File: src/rtl/fp_pkg.sv
package fp_pkg;

  localparam int XLEN = 32;
  localparam int REG_AW = 5;
  localparam int FFLAGS_W = 5;
  localparam int FRM_W = 3;
  localparam int FMT_W = 2;
  localparam int CSR_AW = 12;
  localparam int FP_OP_W = 19;
  localparam int LSU_OP_W = 2;

  typedef logic [XLEN-1:0] word_t;
  typedef logic [REG_AW-1:0] reg_addr_t;
  typedef logic [FFLAGS_W-1:0] fflags_t; // NV, DZ, OF, UF, NX.
  typedef logic [FRM_W-1:0] frm_t;
  typedef logic [FMT_W-1:0] fmt_t;
  typedef logic [CSR_AW-1:0] csr_addr_t;
  typedef logic [FP_OP_W-1:0] fp_op_t;
  typedef logic [LSU_OP_W-1:0] lsu_op_t;

  // One-hot operation bits.
  localparam int OP_FADD = 0;
  localparam int OP_FSUB = 1;
  localparam int OP_FMUL = 2;
  localparam int OP_FDIV = 3;
  localparam int OP_FSQRT = 4;
  localparam int OP_FSGNJ = 5;
  localparam int OP_FMAX = 6;
  localparam int OP_FCMP = 7;
  localparam int OP_FMV_F2I = 8;
  localparam int OP_FCLASS = 9;
  localparam int OP_FMV_I2F = 10;
  localparam int OP_FCVT_F2I = 11;
  localparam int OP_FCVT_I2F = 12;
  localparam int OP_FMADD = 13;
  localparam int OP_FMSUB = 14;
  localparam int OP_FNMSUB = 15;
  localparam int OP_FNMADD = 16;
  localparam int OP_CVT_LO = 17; // Two bits of fcvt sub-op start here.

  localparam int LSU_LW = 0;
  localparam int LSU_SW = 1;

  localparam logic [6:0] OPCODE_FLOAD = 7'b0000111;
  localparam logic [6:0] OPCODE_FSTORE = 7'b0100111;
  localparam logic [6:0] OPCODE_FP = 7'b1010011;
  localparam logic [6:0] OPCODE_FMADD = 7'b1000011;
  localparam logic [6:0] OPCODE_FMSUB = 7'b1000111;
  localparam logic [6:0] OPCODE_FNMSUB = 7'b1001011;
  localparam logic [6:0] OPCODE_FNMADD = 7'b1001111;

  // Upper five bits of funct7 in the OP-FP group.
  localparam logic [4:0] FUNCT_FADD = 5'b00000;
  localparam logic [4:0] FUNCT_FSUB = 5'b00001;
  localparam logic [4:0] FUNCT_FMUL = 5'b00010;
  localparam logic [4:0] FUNCT_FDIV = 5'b00011;
  localparam logic [4:0] FUNCT_FSGNJ = 5'b00100;
  localparam logic [4:0] FUNCT_FMINMAX = 5'b00101;
  localparam logic [4:0] FUNCT_FSQRT = 5'b01011;
  localparam logic [4:0] FUNCT_FCMP = 5'b10100;
  localparam logic [4:0] FUNCT_FMV_F2I = 5'b11100;
  localparam logic [4:0] FUNCT_FMV_I2F = 5'b11110;
  localparam logic [4:0] FUNCT_FCVT_F2I = 5'b11000;
  localparam logic [4:0] FUNCT_FCVT_I2F = 5'b11010;

  localparam logic [2:0] FUNCT_LW = 3'b010;
  localparam logic [2:0] FUNCT_SW = 3'b010;

  localparam csr_addr_t CSR_FFLAGS = 12'h001;
  localparam csr_addr_t CSR_FRM = 12'h002;
  localparam csr_addr_t CSR_FCSR = 12'h003;

  localparam frm_t RM_DYN = 3'd7;

endpackage

File: src/rtl/fp_decode.sv
`timescale 1ns/1ps

module fp_decode (
  input  logic              clock,
  input  logic              reset,
  input  fp_pkg::word_t     instr_i,
  input  logic              instr_valid_i,
  input  fp_pkg::frm_t      frm_i,
  output logic              valid_o,
  output logic              wren_o,
  output logic              rden1_o,
  output logic              fwren_o,
  output logic              frden1_o,
  output logic              frden2_o,
  output logic              frden3_o,
  output logic              fload_o,
  output logic              fstore_o,
  output logic              fpu_o,
  output logic              fpuc_o,
  output logic              fpuf_o,
  output fp_pkg::fp_op_t    fp_op_o,
  output fp_pkg::lsu_op_t   lsu_op_o,
  output fp_pkg::word_t     imm_o,
  output fp_pkg::fmt_t      fmt_o,
  output fp_pkg::frm_t      rm_o,
  output fp_pkg::reg_addr_t raddr1_o,
  output fp_pkg::reg_addr_t raddr2_o,
  output fp_pkg::reg_addr_t raddr3_o
);

  logic [6:0] opcode;
  logic [2:0] funct3;
  logic [4:0] funct5;
  fp_pkg::frm_t rm;
  fp_pkg::word_t imm_i_type;
  fp_pkg::word_t imm_s_type;

  fp_pkg::word_t imm;
  logic dec_valid;
  logic dec_ok;
  logic wren;
  logic rden1;
  logic fwren;
  logic frden1;
  logic frden2;
  logic frden3;
  logic fload;
  logic fstore;
  logic fpu;
  logic fpuc;
  logic fpuf;
  fp_pkg::fp_op_t fp_op;
  fp_pkg::lsu_op_t lsu_op;

  assign opcode = instr_i[6:0];
  assign funct3 = instr_i[14:12];
  assign funct5 = instr_i[31:27];
  assign rm = instr_i[14:12];
  assign imm_i_type = {{20{instr_i[31]}}, instr_i[31:20]};
  assign imm_s_type = {{20{instr_i[31]}}, instr_i[31:25], instr_i[11:7]};

  always_comb begin
    imm = '0;
    dec_valid = 1'b1;
    wren = 1'b0;
    rden1 = 1'b0;
    fwren = 1'b0;
    frden1 = 1'b0;
    frden2 = 1'b0;
    frden3 = 1'b0;
    fload = 1'b0;
    fstore = 1'b0;
    fpu = 1'b0;
    fpuc = 1'b0;
    fpuf = 1'b0;
    fp_op = '0;
    lsu_op = '0;
    case (opcode)
      fp_pkg::OPCODE_FLOAD: begin
        imm = imm_i_type;
        rden1 = 1'b1;
        fwren = 1'b1;
        fload = 1'b1;
        lsu_op[fp_pkg::LSU_LW] = 1'b1;
        dec_valid = (funct3 == fp_pkg::FUNCT_LW);
      end
      fp_pkg::OPCODE_FSTORE: begin
        imm = imm_s_type;
        rden1 = 1'b1;
        frden2 = 1'b1;
        fstore = 1'b1;
        lsu_op[fp_pkg::LSU_SW] = 1'b1;
        dec_valid = (funct3 == fp_pkg::FUNCT_SW);
      end
      fp_pkg::OPCODE_FP: begin
        fpu = 1'b1;
        case (funct5)
          fp_pkg::FUNCT_FADD, fp_pkg::FUNCT_FSUB, fp_pkg::FUNCT_FMUL,
          fp_pkg::FUNCT_FDIV, fp_pkg::FUNCT_FSQRT: begin
            fwren = 1'b1;
            frden1 = 1'b1;
            frden2 = (funct5 != fp_pkg::FUNCT_FSQRT); // Square root has one source.
            fpuc = 1'b1;
            fpuf = 1'b1;
            fp_op[fp_pkg::OP_FADD] = (funct5 == fp_pkg::FUNCT_FADD);
            fp_op[fp_pkg::OP_FSUB] = (funct5 == fp_pkg::FUNCT_FSUB);
            fp_op[fp_pkg::OP_FMUL] = (funct5 == fp_pkg::FUNCT_FMUL);
            fp_op[fp_pkg::OP_FDIV] = (funct5 == fp_pkg::FUNCT_FDIV);
            fp_op[fp_pkg::OP_FSQRT] = (funct5 == fp_pkg::FUNCT_FSQRT);
          end
          fp_pkg::FUNCT_FSGNJ: begin
            fwren = 1'b1;
            frden1 = 1'b1;
            frden2 = 1'b1;
            fp_op[fp_pkg::OP_FSGNJ] = 1'b1;
          end
          fp_pkg::FUNCT_FMINMAX: begin
            fwren = 1'b1;
            frden1 = 1'b1;
            frden2 = 1'b1;
            fpuf = 1'b1;
            fp_op[fp_pkg::OP_FMAX] = 1'b1;
          end
          fp_pkg::FUNCT_FCMP: begin
            wren = 1'b1;
            frden1 = 1'b1;
            frden2 = 1'b1;
            fpuf = 1'b1;
            fp_op[fp_pkg::OP_FCMP] = 1'b1;
          end
          fp_pkg::FUNCT_FMV_F2I: begin
            wren = 1'b1;
            frden1 = 1'b1;
            fp_op[fp_pkg::OP_FMV_F2I] = (rm == 3'd0);
            fp_op[fp_pkg::OP_FCLASS] = (rm == 3'd1);
            dec_valid = (rm == 3'd0) || (rm == 3'd1);
          end
          fp_pkg::FUNCT_FMV_I2F: begin
            rden1 = 1'b1;
            fwren = 1'b1;
            fp_op[fp_pkg::OP_FMV_I2F] = 1'b1;
          end
          fp_pkg::FUNCT_FCVT_F2I: begin
            wren = 1'b1;
            frden1 = 1'b1;
            fpuf = 1'b1;
            fp_op[fp_pkg::OP_FCVT_F2I] = 1'b1;
            fp_op[fp_pkg::OP_CVT_LO +: 2] = instr_i[21:20]; // Signed or unsigned word.
          end
          fp_pkg::FUNCT_FCVT_I2F: begin
            rden1 = 1'b1;
            fwren = 1'b1;
            fpuf = 1'b1;
            fp_op[fp_pkg::OP_FCVT_I2F] = 1'b1;
            fp_op[fp_pkg::OP_CVT_LO +: 2] = instr_i[21:20];
          end
          default: dec_valid = 1'b0;
        endcase
      end
      fp_pkg::OPCODE_FMADD, fp_pkg::OPCODE_FMSUB,
      fp_pkg::OPCODE_FNMSUB, fp_pkg::OPCODE_FNMADD: begin
        fwren = 1'b1;
        frden1 = 1'b1;
        frden2 = 1'b1;
        frden3 = 1'b1;
        fpu = 1'b1;
        fpuc = 1'b1;
        fpuf = 1'b1;
        fp_op[fp_pkg::OP_FMADD] = (opcode == fp_pkg::OPCODE_FMADD);
        fp_op[fp_pkg::OP_FMSUB] = (opcode == fp_pkg::OPCODE_FMSUB);
        fp_op[fp_pkg::OP_FNMSUB] = (opcode == fp_pkg::OPCODE_FNMSUB);
        fp_op[fp_pkg::OP_FNMADD] = (opcode == fp_pkg::OPCODE_FNMADD);
      end
      default: dec_valid = 1'b0;
    endcase
  end

  // Rejected or absent instructions leave every enable low.
  assign dec_ok = dec_valid & instr_valid_i;

  always_ff @(posedge clock) begin
    if (!reset) begin
      valid_o <= 1'b0;
      wren_o <= 1'b0;
      rden1_o <= 1'b0;
      fwren_o <= 1'b0;
      frden1_o <= 1'b0;
      frden2_o <= 1'b0;
      frden3_o <= 1'b0;
      fload_o <= 1'b0;
      fstore_o <= 1'b0;
      fpu_o <= 1'b0;
      fpuc_o <= 1'b0;
      fpuf_o <= 1'b0;
      fp_op_o <= '0;
      lsu_op_o <= '0;
    end else begin
      valid_o <= dec_ok;
      wren_o <= wren & dec_ok;
      rden1_o <= rden1 & dec_ok;
      fwren_o <= fwren & dec_ok;
      frden1_o <= frden1 & dec_ok;
      frden2_o <= frden2 & dec_ok;
      frden3_o <= frden3 & dec_ok;
      fload_o <= fload & dec_ok;
      fstore_o <= fstore & dec_ok;
      fpu_o <= fpu & dec_ok;
      fpuc_o <= fpuc & dec_ok;
      fpuf_o <= fpuf & dec_ok;
      fp_op_o <= dec_ok ? fp_op : '0;
      lsu_op_o <= dec_ok ? lsu_op : '0;
    end
  end

  always_ff @(posedge clock) begin
    imm_o <= imm;
    fmt_o <= instr_i[26:25];
    rm_o <= (rm == fp_pkg::RM_DYN) ? frm_i : rm; // Dynamic mode takes frm from the CSR.
    raddr1_o <= instr_i[19:15];
    raddr2_o <= instr_i[24:20];
    raddr3_o <= instr_i[31:27];
  end

  // Operation bits stay one-hot for each decoded instruction.
  a_op_onehot: assert property (@(posedge clock) disable iff (!reset)
    valid_o |-> $onehot0(fp_op_o[fp_pkg::OP_CVT_LO-1:0]));

endmodule

File: src/rtl/fp_regfile.sv
`timescale 1ns/1ps

module fp_regfile (
  input  logic              clock,
  input  logic              reset,
  input  fp_pkg::reg_addr_t raddr1_i,
  input  fp_pkg::reg_addr_t raddr2_i,
  input  fp_pkg::reg_addr_t raddr3_i,
  input  logic              wren_i,
  input  fp_pkg::reg_addr_t waddr_i,
  input  fp_pkg::word_t     wdata_i,
  output fp_pkg::word_t     rdata1_o,
  output fp_pkg::word_t     rdata2_o,
  output fp_pkg::word_t     rdata3_o
);

  fp_pkg::word_t regs [32];

  fp_pkg::reg_addr_t raddr1_q;
  fp_pkg::reg_addr_t raddr2_q;
  fp_pkg::reg_addr_t raddr3_q;

  always_ff @(posedge clock) begin
    if (!reset) begin
      raddr1_q <= '0;
      raddr2_q <= '0;
      raddr3_q <= '0;
    end else begin
      raddr1_q <= raddr1_i;
      raddr2_q <= raddr2_i;
      raddr3_q <= raddr3_i;
    end
  end

  always_ff @(posedge clock) begin
    if (wren_i) begin
      regs[waddr_i] <= wdata_i;
    end
  end

  // Data lines up with the decode register one cycle after the address.
  assign rdata1_o = regs[raddr1_q];
  assign rdata2_o = regs[raddr2_q];
  assign rdata3_o = regs[raddr3_q];

  a_waddr_known: assert property (@(posedge clock) disable iff (!reset)
    wren_i |-> !$isunknown(waddr_i));

endmodule

File: src/rtl/fp_csr.sv
`timescale 1ns/1ps

module fp_csr (
  input  logic              clock,
  input  logic              reset,
  input  logic              csr_rden_i,
  input  fp_pkg::csr_addr_t csr_raddr_i,
  input  logic              csr_wren_i,
  input  fp_pkg::csr_addr_t csr_waddr_i,
  input  fp_pkg::word_t     csr_wdata_i,
  input  logic              exc_valid_i,
  input  fp_pkg::fflags_t   exc_fflags_i,
  output fp_pkg::word_t     csr_rdata_o,
  output logic              csr_ready_o,
  output fp_pkg::frm_t      frm_o
);

  fp_pkg::frm_t frm;
  fp_pkg::fflags_t fflags;

  always_comb begin
    csr_rdata_o = '0;
    csr_ready_o = 1'b0;
    if (csr_rden_i) begin
      case (csr_raddr_i)
        fp_pkg::CSR_FFLAGS: begin
          csr_rdata_o = fp_pkg::word_t'(fflags);
          csr_ready_o = 1'b1;
        end
        fp_pkg::CSR_FRM: begin
          csr_rdata_o = fp_pkg::word_t'(frm);
          csr_ready_o = 1'b1;
        end
        fp_pkg::CSR_FCSR: begin
          csr_rdata_o = fp_pkg::word_t'({frm, fflags}); // frm in [7:5], flags in [4:0].
          csr_ready_o = 1'b1;
        end
        default: ;
      endcase
    end
  end

  always_ff @(posedge clock) begin
    if (!reset) begin
      frm <= '0;
      fflags <= '0;
    end else begin
      if (csr_wren_i) begin
        case (csr_waddr_i)
          fp_pkg::CSR_FFLAGS: fflags <= csr_wdata_i[4:0];
          fp_pkg::CSR_FRM: frm <= csr_wdata_i[2:0];
          fp_pkg::CSR_FCSR: begin
            fflags <= csr_wdata_i[4:0];
            frm <= csr_wdata_i[7:5];
          end
          default: ;
        endcase
      end
      // Exception flags override a same-cycle write.
      if (exc_valid_i) begin
        fflags <= exc_fflags_i;
      end
    end
  end

  assign frm_o = frm;

  // Rounding mode moves only on a CSR write that targets it.
  a_frm_write_only: assert property (@(posedge clock) disable iff (!reset)
    !(csr_wren_i && (csr_waddr_i == fp_pkg::CSR_FRM || csr_waddr_i == fp_pkg::CSR_FCSR))
    |=> $stable(frm));

endmodule

File: src/rtl/fp_forward.sv
`timescale 1ns/1ps

module fp_forward (
  input  logic              frden1_i,
  input  logic              frden2_i,
  input  logic              frden3_i,
  input  fp_pkg::reg_addr_t raddr1_i,
  input  fp_pkg::reg_addr_t raddr2_i,
  input  fp_pkg::reg_addr_t raddr3_i,
  input  fp_pkg::word_t     rdata1_i,
  input  fp_pkg::word_t     rdata2_i,
  input  fp_pkg::word_t     rdata3_i,
  input  logic              mem_wren_i,
  input  fp_pkg::reg_addr_t mem_waddr_i,
  input  fp_pkg::word_t     mem_wdata_i,
  input  logic              wb_wren_i,
  input  fp_pkg::reg_addr_t wb_waddr_i,
  input  fp_pkg::word_t     wb_wdata_i,
  output fp_pkg::word_t     data1_o,
  output fp_pkg::word_t     data2_o,
  output fp_pkg::word_t     data3_o
);

  // Youngest producer wins. Memory stage is newer than writeback.
  function automatic fp_pkg::word_t pick(
    input logic              rden,
    input fp_pkg::reg_addr_t raddr,
    input fp_pkg::word_t     rdata
  );
    fp_pkg::word_t res;
    res = '0;
    if (rden) begin
      res = rdata;
      if (wb_wren_i && (wb_waddr_i == raddr)) begin
        res = wb_wdata_i;
      end
      if (mem_wren_i && (mem_waddr_i == raddr)) begin
        res = mem_wdata_i;
      end
    end
    return res;
  endfunction

  always_comb begin
    data1_o = pick(frden1_i, raddr1_i, rdata1_i);
    data2_o = pick(frden2_i, raddr2_i, rdata2_i);
    data3_o = pick(frden3_i, raddr3_i, rdata3_i);
  end

endmodule

File: src/rtl/fp_front.sv
`timescale 1ns/1ps

module fp_front (
  input  logic              clock,
  input  logic              reset,
  input  fp_pkg::word_t     instr_i,
  input  logic              instr_valid_i,
  output logic              valid_o,
  output logic              wren_o,
  output logic              rden1_o,
  output logic              fwren_o,
  output logic              frden1_o,
  output logic              frden2_o,
  output logic              frden3_o,
  output logic              fload_o,
  output logic              fstore_o,
  output logic              fpu_o,
  output logic              fpuc_o,
  output logic              fpuf_o,
  output fp_pkg::fp_op_t    fp_op_o,
  output fp_pkg::lsu_op_t   lsu_op_o,
  output fp_pkg::word_t     imm_o,
  output fp_pkg::fmt_t      fmt_o,
  output fp_pkg::frm_t      rm_o,
  output fp_pkg::reg_addr_t raddr1_o,
  output fp_pkg::reg_addr_t raddr2_o,
  output fp_pkg::reg_addr_t raddr3_o,
  input  logic              mem_wren_i,
  input  fp_pkg::reg_addr_t mem_waddr_i,
  input  fp_pkg::word_t     mem_wdata_i,
  input  logic              wb_wren_i,
  input  fp_pkg::reg_addr_t wb_waddr_i,
  input  fp_pkg::word_t     wb_wdata_i,
  input  logic              csr_rden_i,
  input  fp_pkg::csr_addr_t csr_raddr_i,
  input  logic              csr_wren_i,
  input  fp_pkg::csr_addr_t csr_waddr_i,
  input  fp_pkg::word_t     csr_wdata_i,
  input  logic              exc_valid_i,
  input  fp_pkg::fflags_t   exc_fflags_i,
  output fp_pkg::word_t     csr_rdata_o,
  output logic              csr_ready_o,
  output fp_pkg::frm_t      frm_o,
  output fp_pkg::word_t     data1_o,
  output fp_pkg::word_t     data2_o,
  output fp_pkg::word_t     data3_o
);

  fp_pkg::word_t rdata1;
  fp_pkg::word_t rdata2;
  fp_pkg::word_t rdata3;

  fp_decode u_decode (
    .clock(clock), .reset(reset),
    .instr_i(instr_i), .instr_valid_i(instr_valid_i), .frm_i(frm_o),
    .valid_o(valid_o), .wren_o(wren_o), .rden1_o(rden1_o), .fwren_o(fwren_o),
    .frden1_o(frden1_o), .frden2_o(frden2_o), .frden3_o(frden3_o),
    .fload_o(fload_o), .fstore_o(fstore_o),
    .fpu_o(fpu_o), .fpuc_o(fpuc_o), .fpuf_o(fpuf_o),
    .fp_op_o(fp_op_o), .lsu_op_o(lsu_op_o), .imm_o(imm_o), .fmt_o(fmt_o), .rm_o(rm_o),
    .raddr1_o(raddr1_o), .raddr2_o(raddr2_o), .raddr3_o(raddr3_o)
  );

  // Source fields go to the file in the same cycle as decode.
  fp_regfile u_regfile (
    .clock(clock), .reset(reset),
    .raddr1_i(instr_i[19:15]), .raddr2_i(instr_i[24:20]), .raddr3_i(instr_i[31:27]),
    .wren_i(wb_wren_i), .waddr_i(wb_waddr_i), .wdata_i(wb_wdata_i),
    .rdata1_o(rdata1), .rdata2_o(rdata2), .rdata3_o(rdata3)
  );

  fp_forward u_forward (
    .frden1_i(frden1_o), .frden2_i(frden2_o), .frden3_i(frden3_o),
    .raddr1_i(raddr1_o), .raddr2_i(raddr2_o), .raddr3_i(raddr3_o),
    .rdata1_i(rdata1), .rdata2_i(rdata2), .rdata3_i(rdata3),
    .mem_wren_i(mem_wren_i), .mem_waddr_i(mem_waddr_i), .mem_wdata_i(mem_wdata_i),
    .wb_wren_i(wb_wren_i), .wb_waddr_i(wb_waddr_i), .wb_wdata_i(wb_wdata_i),
    .data1_o(data1_o), .data2_o(data2_o), .data3_o(data3_o)
  );

  fp_csr u_csr (
    .clock(clock), .reset(reset),
    .csr_rden_i(csr_rden_i), .csr_raddr_i(csr_raddr_i),
    .csr_wren_i(csr_wren_i), .csr_waddr_i(csr_waddr_i), .csr_wdata_i(csr_wdata_i),
    .exc_valid_i(exc_valid_i), .exc_fflags_i(exc_fflags_i),
    .csr_rdata_o(csr_rdata_o), .csr_ready_o(csr_ready_o), .frm_o(frm_o)
  );

endmodule

File: config.mk
export PLATFORM = sky130hd
export DESIGN_NAME = fp_front
export DESIGN_NICKNAME = d
export VERILOG_FILES = /design/src/rtl/fp_pkg.sv /design/src/rtl/fp_decode.sv /design/src/rtl/fp_regfile.sv /design/src/rtl/fp_csr.sv /design/src/rtl/fp_forward.sv /design/src/rtl/fp_front.sv
export SDC_FILE = /design/constraint.sdc
export NUM_CORES = 2
export LEC_CHECK = 0
export BUFFER_PORTS_ARGS = -buffer_cell sky130_fd_sc_hd__buf_2
export CAP_MARGIN = 20
export CORE_ASPECT_RATIO = 1.2
export CORE_UTILIZATION = 45
export DETAILED_ROUTE_END_ITERATION = 7
export GPL_ROUTABILITY_DRIVEN = 1
export GPL_TIMING_DRIVEN = 0
export PLACE_DENSITY_LB_ADDON = 0.08
export SLEW_MARGIN = 40
export SYNTH_ARGS = -nofsm -noshare
export SYNTH_HDL_FRONTEND = slang
export SYNTH_SLANG_ARGS = --single-unit
File: constraint.sdc
create_clock -name clock -period 4.02 [get_ports clock]
set_clock_uncertainty 0.15 [all_clocks]
set_input_delay 0.402 -clock clock [delete_from_list [all_inputs] [get_ports clock]]
set_output_delay 0.402 -clock clock [all_outputs]
set_load 0.05 [all_outputs]
Yosys cells after proc, flatten, opt, wreduce, memory -nomap -nowiden
Memories as Yosys holds them, arrays and structs flattened. A register that Yosys moved wholly into a read port is not among the register bits.
Cells that the tools add are included.
- flip-flop bits (word level): 93
- memory bits (writable): 1024
- input port bits: 175
- word-level logic and storage cells: 159
- memories: 1
- memory list (name ; depth ; width ; read ports ; clocked after memory_dff ; wr ports ; line ; RTL):
    u_regfile.regs ; 32 ; 32 ; 3 ; 3 ; 1 ; fp_regfile.sv:17 ; fp_pkg::word_t regs [32];
- equality and inequality tests: 34
- muxes and demuxes: 50
- bitwise logic cells: 12
- reduce and logical (&&, ||, !) cells: 36
- operators with widths (operator ; number):
    32-bit 2-to-1 mux ; 10
    32-bit case mux with 2 select lines ; 1
    12-bit by 2-bit == test with 1-bit output (second input constant) ; 4
    7-bit == test (second input constant) ; 5
    5-bit == test ; 6
    5-bit 2-to-1 mux ; 6
    5-bit == test (second input constant) ; 5
    12-bit by 1-bit == test with 1-bit output (second input constant) ; 2
    8-bit case mux with 3 select lines ; 1
    1-bit 2-to-1 mux ; 21
    5-bit OR reduction ; 4
    9-bit OR reduction ; 2
    1-bit case mux with 2 select lines ; 8
    1-bit AND ; 12
    4-bit AND reduction ; 3
    11-bit OR reduction ; 1
    5-bit by 2-bit == test with 1-bit output (second input constant) ; 2
    5-bit by 3-bit == test with 1-bit output (second input constant) ; 2
    10-bit OR reduction ; 1
    3-bit OR reduction ; 3
    2-bit OR reduction ; 4
    7-bit by 3-bit == test with 1-bit output (second input constant) ; 1
    7-bit by 6-bit == test with 1-bit output (second input constant) ; 1
    1-bit logical AND ; 6
    other kinds (16) ; 21

Logic depth before layout (Yosys ltp)
- word-level depth: 6
- mapped depth: 9

Cells and area by module
Synthesis repeated with hierarchy kept, for this count alone.
- cells, all modules: 5427
- area, all modules: 64356.7 µm²
- modules (own cells, without submodules) (module ; instances ; cells an instance ; area each (µm²) ; seq. area each (µm²)):
    fp_regfile ; 1 ; 4575 ; 58075.7 ; 31049.8
    fp_forward ; 1 ; 543 ; 3230.6 ; 0.0
    fp_decode ; 1 ; 208 ; 2248.4 ; 1301.2
    fp_csr ; 1 ; 101 ; 802.0 ; 160.2

Worst setup path after synthesis
OpenSTA, ideal clock, no wires.
- path type: in2reg
- from: input port wb_wren_i
- to: memory u_regfile.regs[28][0] (netlist name) (enable)
- arrival: 2628 ps
- slack: 821 ps
- stages on the path: 4
- buffers on the path: 2
- cells stage by stage: clkbuf_1 -> or3b_2 -> clkbuf_1 -> nor2_1
- word-level cells in the longest chain between the ends: 2
- ends and longest elaborated chain (what ; line ; RTL):
    start, declared ; fp_front.sv:31 ; input logic wb_wren_i,
    1-bit 2-to-1 mux ; fp_regfile.sv:36 ; if (wren_i) begin
    1-bit 2-to-1 mux (implied by the code) ; fp_regfile.sv:37 ; regs[waddr_i] <= wdata_i;
    end, declared ; fp_regfile.sv:17 ;
Every way passes these cells.

==> results by group <==
Detailed routing
  – Antenna viol nets, final: 0
  – DR vias/cell: 7.550
  – DRC viols: 1
  – Drt first pass iters: 8
  – Drt initial violations: 8157
  – Routed vias: 46360
  – Routed len/inst: 48.25 um
  – Detailed Route WL: 296.2 mm

Clock network
  – Cts bufs inserted: 120
  – Sink Count: 1112
  – Root buffer cell: clkbuf_16
  – Clk pin slew, worst setup/hold paths: 60 ps
  – Htree depth: 3
  – CTS Buffer Depth: 3
  – CTS tree: yes
  – Clock Latency Late Sink: 750 ps

Synthesis
  – Number of synthesized register bits: 1112
  – Synth Cell Area: 60070 um2
  – Most common cell in the synthesized netlist: edfxtp_1
  – Mapped Cells: 3568
  – Post-synth EDFFs: 1024
  – Asr flop ratio synth: 0%
  – Netlist cell types: 57
  – Area contributors post-synth: edfxtp_1 (51%), mux4_2 (28%), dfxtp_1 (2.9%), o22ai_1 (2.1%), mux2i_1 (2.0%)
  – Dominant synthesized flop cell: edfxtp_1
  – Yosys top cell area share: 51.19%
  – Post-synth top area cell: edfxtp_1
  – Synth warn: 0
  – Register area share after synthesis: 54.13%
  – Avg Cell Area, Syn: 16.83 um2
  – Top cells by instance count after synthesis: edfxtp_1 (1024), mux4_2 (748), o22ai_1 (198), clkbuf_1 (180), nor2_1 (134)

Critical path
  – Crit-path cells: clkbuf_8 > nand2b_4 > clkbuf_4 > o22ai_1 > nor2_1 > a32o_1 > buf_2
  – WP data required: 3470 ps
  – Worst endpoint data arrival time: 3620 ps
  – CP max stage cell: dfxtp_1
  – Crit Path Max Fanout: 10
  – Critical path type: reg2out
  – CP peak stage delay: 590 ps
  – Critical Path Sink Type: primary output
  – CP startpoint kind: flop

Placement
  – Port-buffer cells: 338
  – Post-DP HPWL: 211.8 mm
  – RePlAce Congestion: 1.036
  – Placed Area: 66710 um2

Floorplanning
  – Die Ht: 402.2 um
  – Row count: 146
  – Initial Util: 45.42%
  – Die width: 335.5 um
  – Die area: 134900 um2
  – Core area: 132300 um2
  – Boundary pin count: 392

Outcome
  – Failing checks: design-rule violations, negative hold slack, negative setup slack
  – Status: finished with violations

Timing
  – Tmin final: 4175 ps
  – Fin worst setup slack: -155.5 ps
  – RSZ-0062 raised after global routing: true
  – # setup viols final: 48
  – Hold WS: -10.74 ps
  – Slew HR: 34.33%
  – Worst-Margin Slew: 985.1 ps
  – Period utilisation layout: 103.9%
  – Fin. Hold Viols: 5
  – Highest Clock Rate: 239.5 MHz
  – Final Max Tran Viols: 0

Global routing
  – GRT Total Usage: 43.67%
  – GR peak layer: met2
  – Overflow after GRT: 0
  – Largest net degree at the start of global routing: 35
  – Met3 Usage GRT: 18.02%
  – GR Layer Usage met1: 52.08%
  – Global-route wire length before repair: 389.0 mm
  – GRT met2 Usage: 63.50%
  – Vias in the first global route: 44330
  – Initial antenna violation count: 16

Final layout
  – Area Growth Syn to Fin: 24.70%
  – Core Util, Final: 56.63%
  – Final instance area: 74900 um2
  – Nets: 4424
  – Share of cells above drive strength 1: 46.85%

Flow run
  – Max_cap viols: 0

Pwr
  – PD cells: 377.1 nW/um2
  – P_leak: 24.46 nW
  – Peak supply drop: 0.3478 mV

Worst hold path
  – HP Class: in2reg
==> sequential cells by signal, indices dropped and copies added, names as in the netlist, 2 cells and up, named ones only <==
name / flops
u_decode.imm_o: 12
u_decode.raddr1_o: 5
u_decode.raddr3_o: 5
u_csr.frm_o: 3
u_decode.raddr2_o: 5
u_decode.lsu_op_o: 2
u_decode.fmt_o: 2
u_regfile.regs: 1024
u_decode.fp_op_o: 19
u_decode.rm_o: 3
u_csr.fflags: 5
==> cell type report <==
type | count | area [um2]
diodes | 12 | 30.03
plain buffers | 371 | 3700
clock buffers | 154 | 3244
clock inverters | 71 | 623.1
fillers | 10490 | 57350
inverters | 73 | 274.0
multi-input cells | 2019 | 27200
flip-flops and latches | 1112 | 32530
well taps | 1776 | 2222
repair buffers | 552 | 5084
==> worst max-delay path, delay by kind of cell, from the launching register on <==
family	cells	cell delay [ps]
AND/OR/NAND/NOR	2	770
AO/OA/AOI/OAI	2	500
flip-flops	1	590
buffers and inverters	3	1000
==> report_power, final <==
part	switching (mW)	total [mW]	internal, mW
sequential	0.115	12.9	12.8
combinational	2.62	4.19	1.57
clock	4.86	11.2	6.30
total	7.59	28.2	20.7
==> routing by layer <==
| layer | vias to the layer above | wire length (um) |
|---|---|---|
| met4 | 6 | 27320 |
| met5 | - | 46 |
| met2 | 4419 | 128600 |
| met1 | 24010 | 96720 |
| li1 | 16740 | - |
| met3 | 1178 | 43540 |
==> path summary, 6_finish.rpt <==
check | start | to | slack [ps] | depth (start not counted)
setup / recovery | flop | data2_o[7] | -160 | 7
hold reg to reg | u_csr.frm_o[1]$_SDFFE_PN0P_ | u_decode.rm_o[1]$_DFF_P_ | 520 | 1
hold / removal | wb_wdata_i[14] | u_regfile.regs[30][14]$_DFFE_PP_ | -10 | 1
setup reg to reg | u_csr.fflags[4]$_SDFFE_PN0P_ | u_csr.fflags[4]$_SDFFE_PN0P_ | 2530 | 4
==> cells in the final DEF (no fill, tap or decap), types with 52 or more instances in the layout <==
cell type	count
a221o_1	57
a22oi_1	67
buf_16	70
buf_2	328
buf_4	134
buf_8	74
clkbuf_1	52
clkbuf_16	121
clkbuf_2	60
dfxtp_1	81
dlygate4sd3_1	68
edfxtp_1	1024
inv_1	73
mux2i_1	94
mux4_2	748
nand3_1	57
nor2_1	93
nor2b_1	58
nor3_1	66
o22ai_1	159
==> logic make-up (layout without fill, tap and decap cells) <==
kind of cell | count (synthesis) | in the layout | synth area share, %
buf+inv | 460 | 1221 | 3.545
simple gates | 509 | 509 | 4.437
xor+xnor | 30 | 30 | 0.4374
other cells | 1 | 36 | 0.006243
flops | 1112 | 1112 | 54.13
mux | 905 | 905 | 30.74
compound gates | 551 | 551 | 6.708
==> through the flow <==
step                      setup slack, ps  power, mW  std cells  hold WS [ps]  TNS (ps)
final                              -155.5      28.24       6140        -10.74     -2360
after detailed placement           -758.5      16.65       5810         372.5    -30740
after global routing               -29.62      28.60       6130         18.45    -82.39
after floorplan                     820.9      14.97       3591         279.7         0
after global placement              -1808      16.56       5705         371.0  -1666640
after CTS                          -22.56      27.94       6103         29.12    -63.03
==> what timing repair did <==
item                                    4_1_cts  5_1_grt
setup buffers                                13       26
resized for setup                           712      125
gates cloned                                  2        0
endpoints found under the hold margin       107        0
endpoints found under the setup margin       96       79
pin swaps                                    19       17
hold buffers                                 68        0
Power figures use the tool's default switching activity.
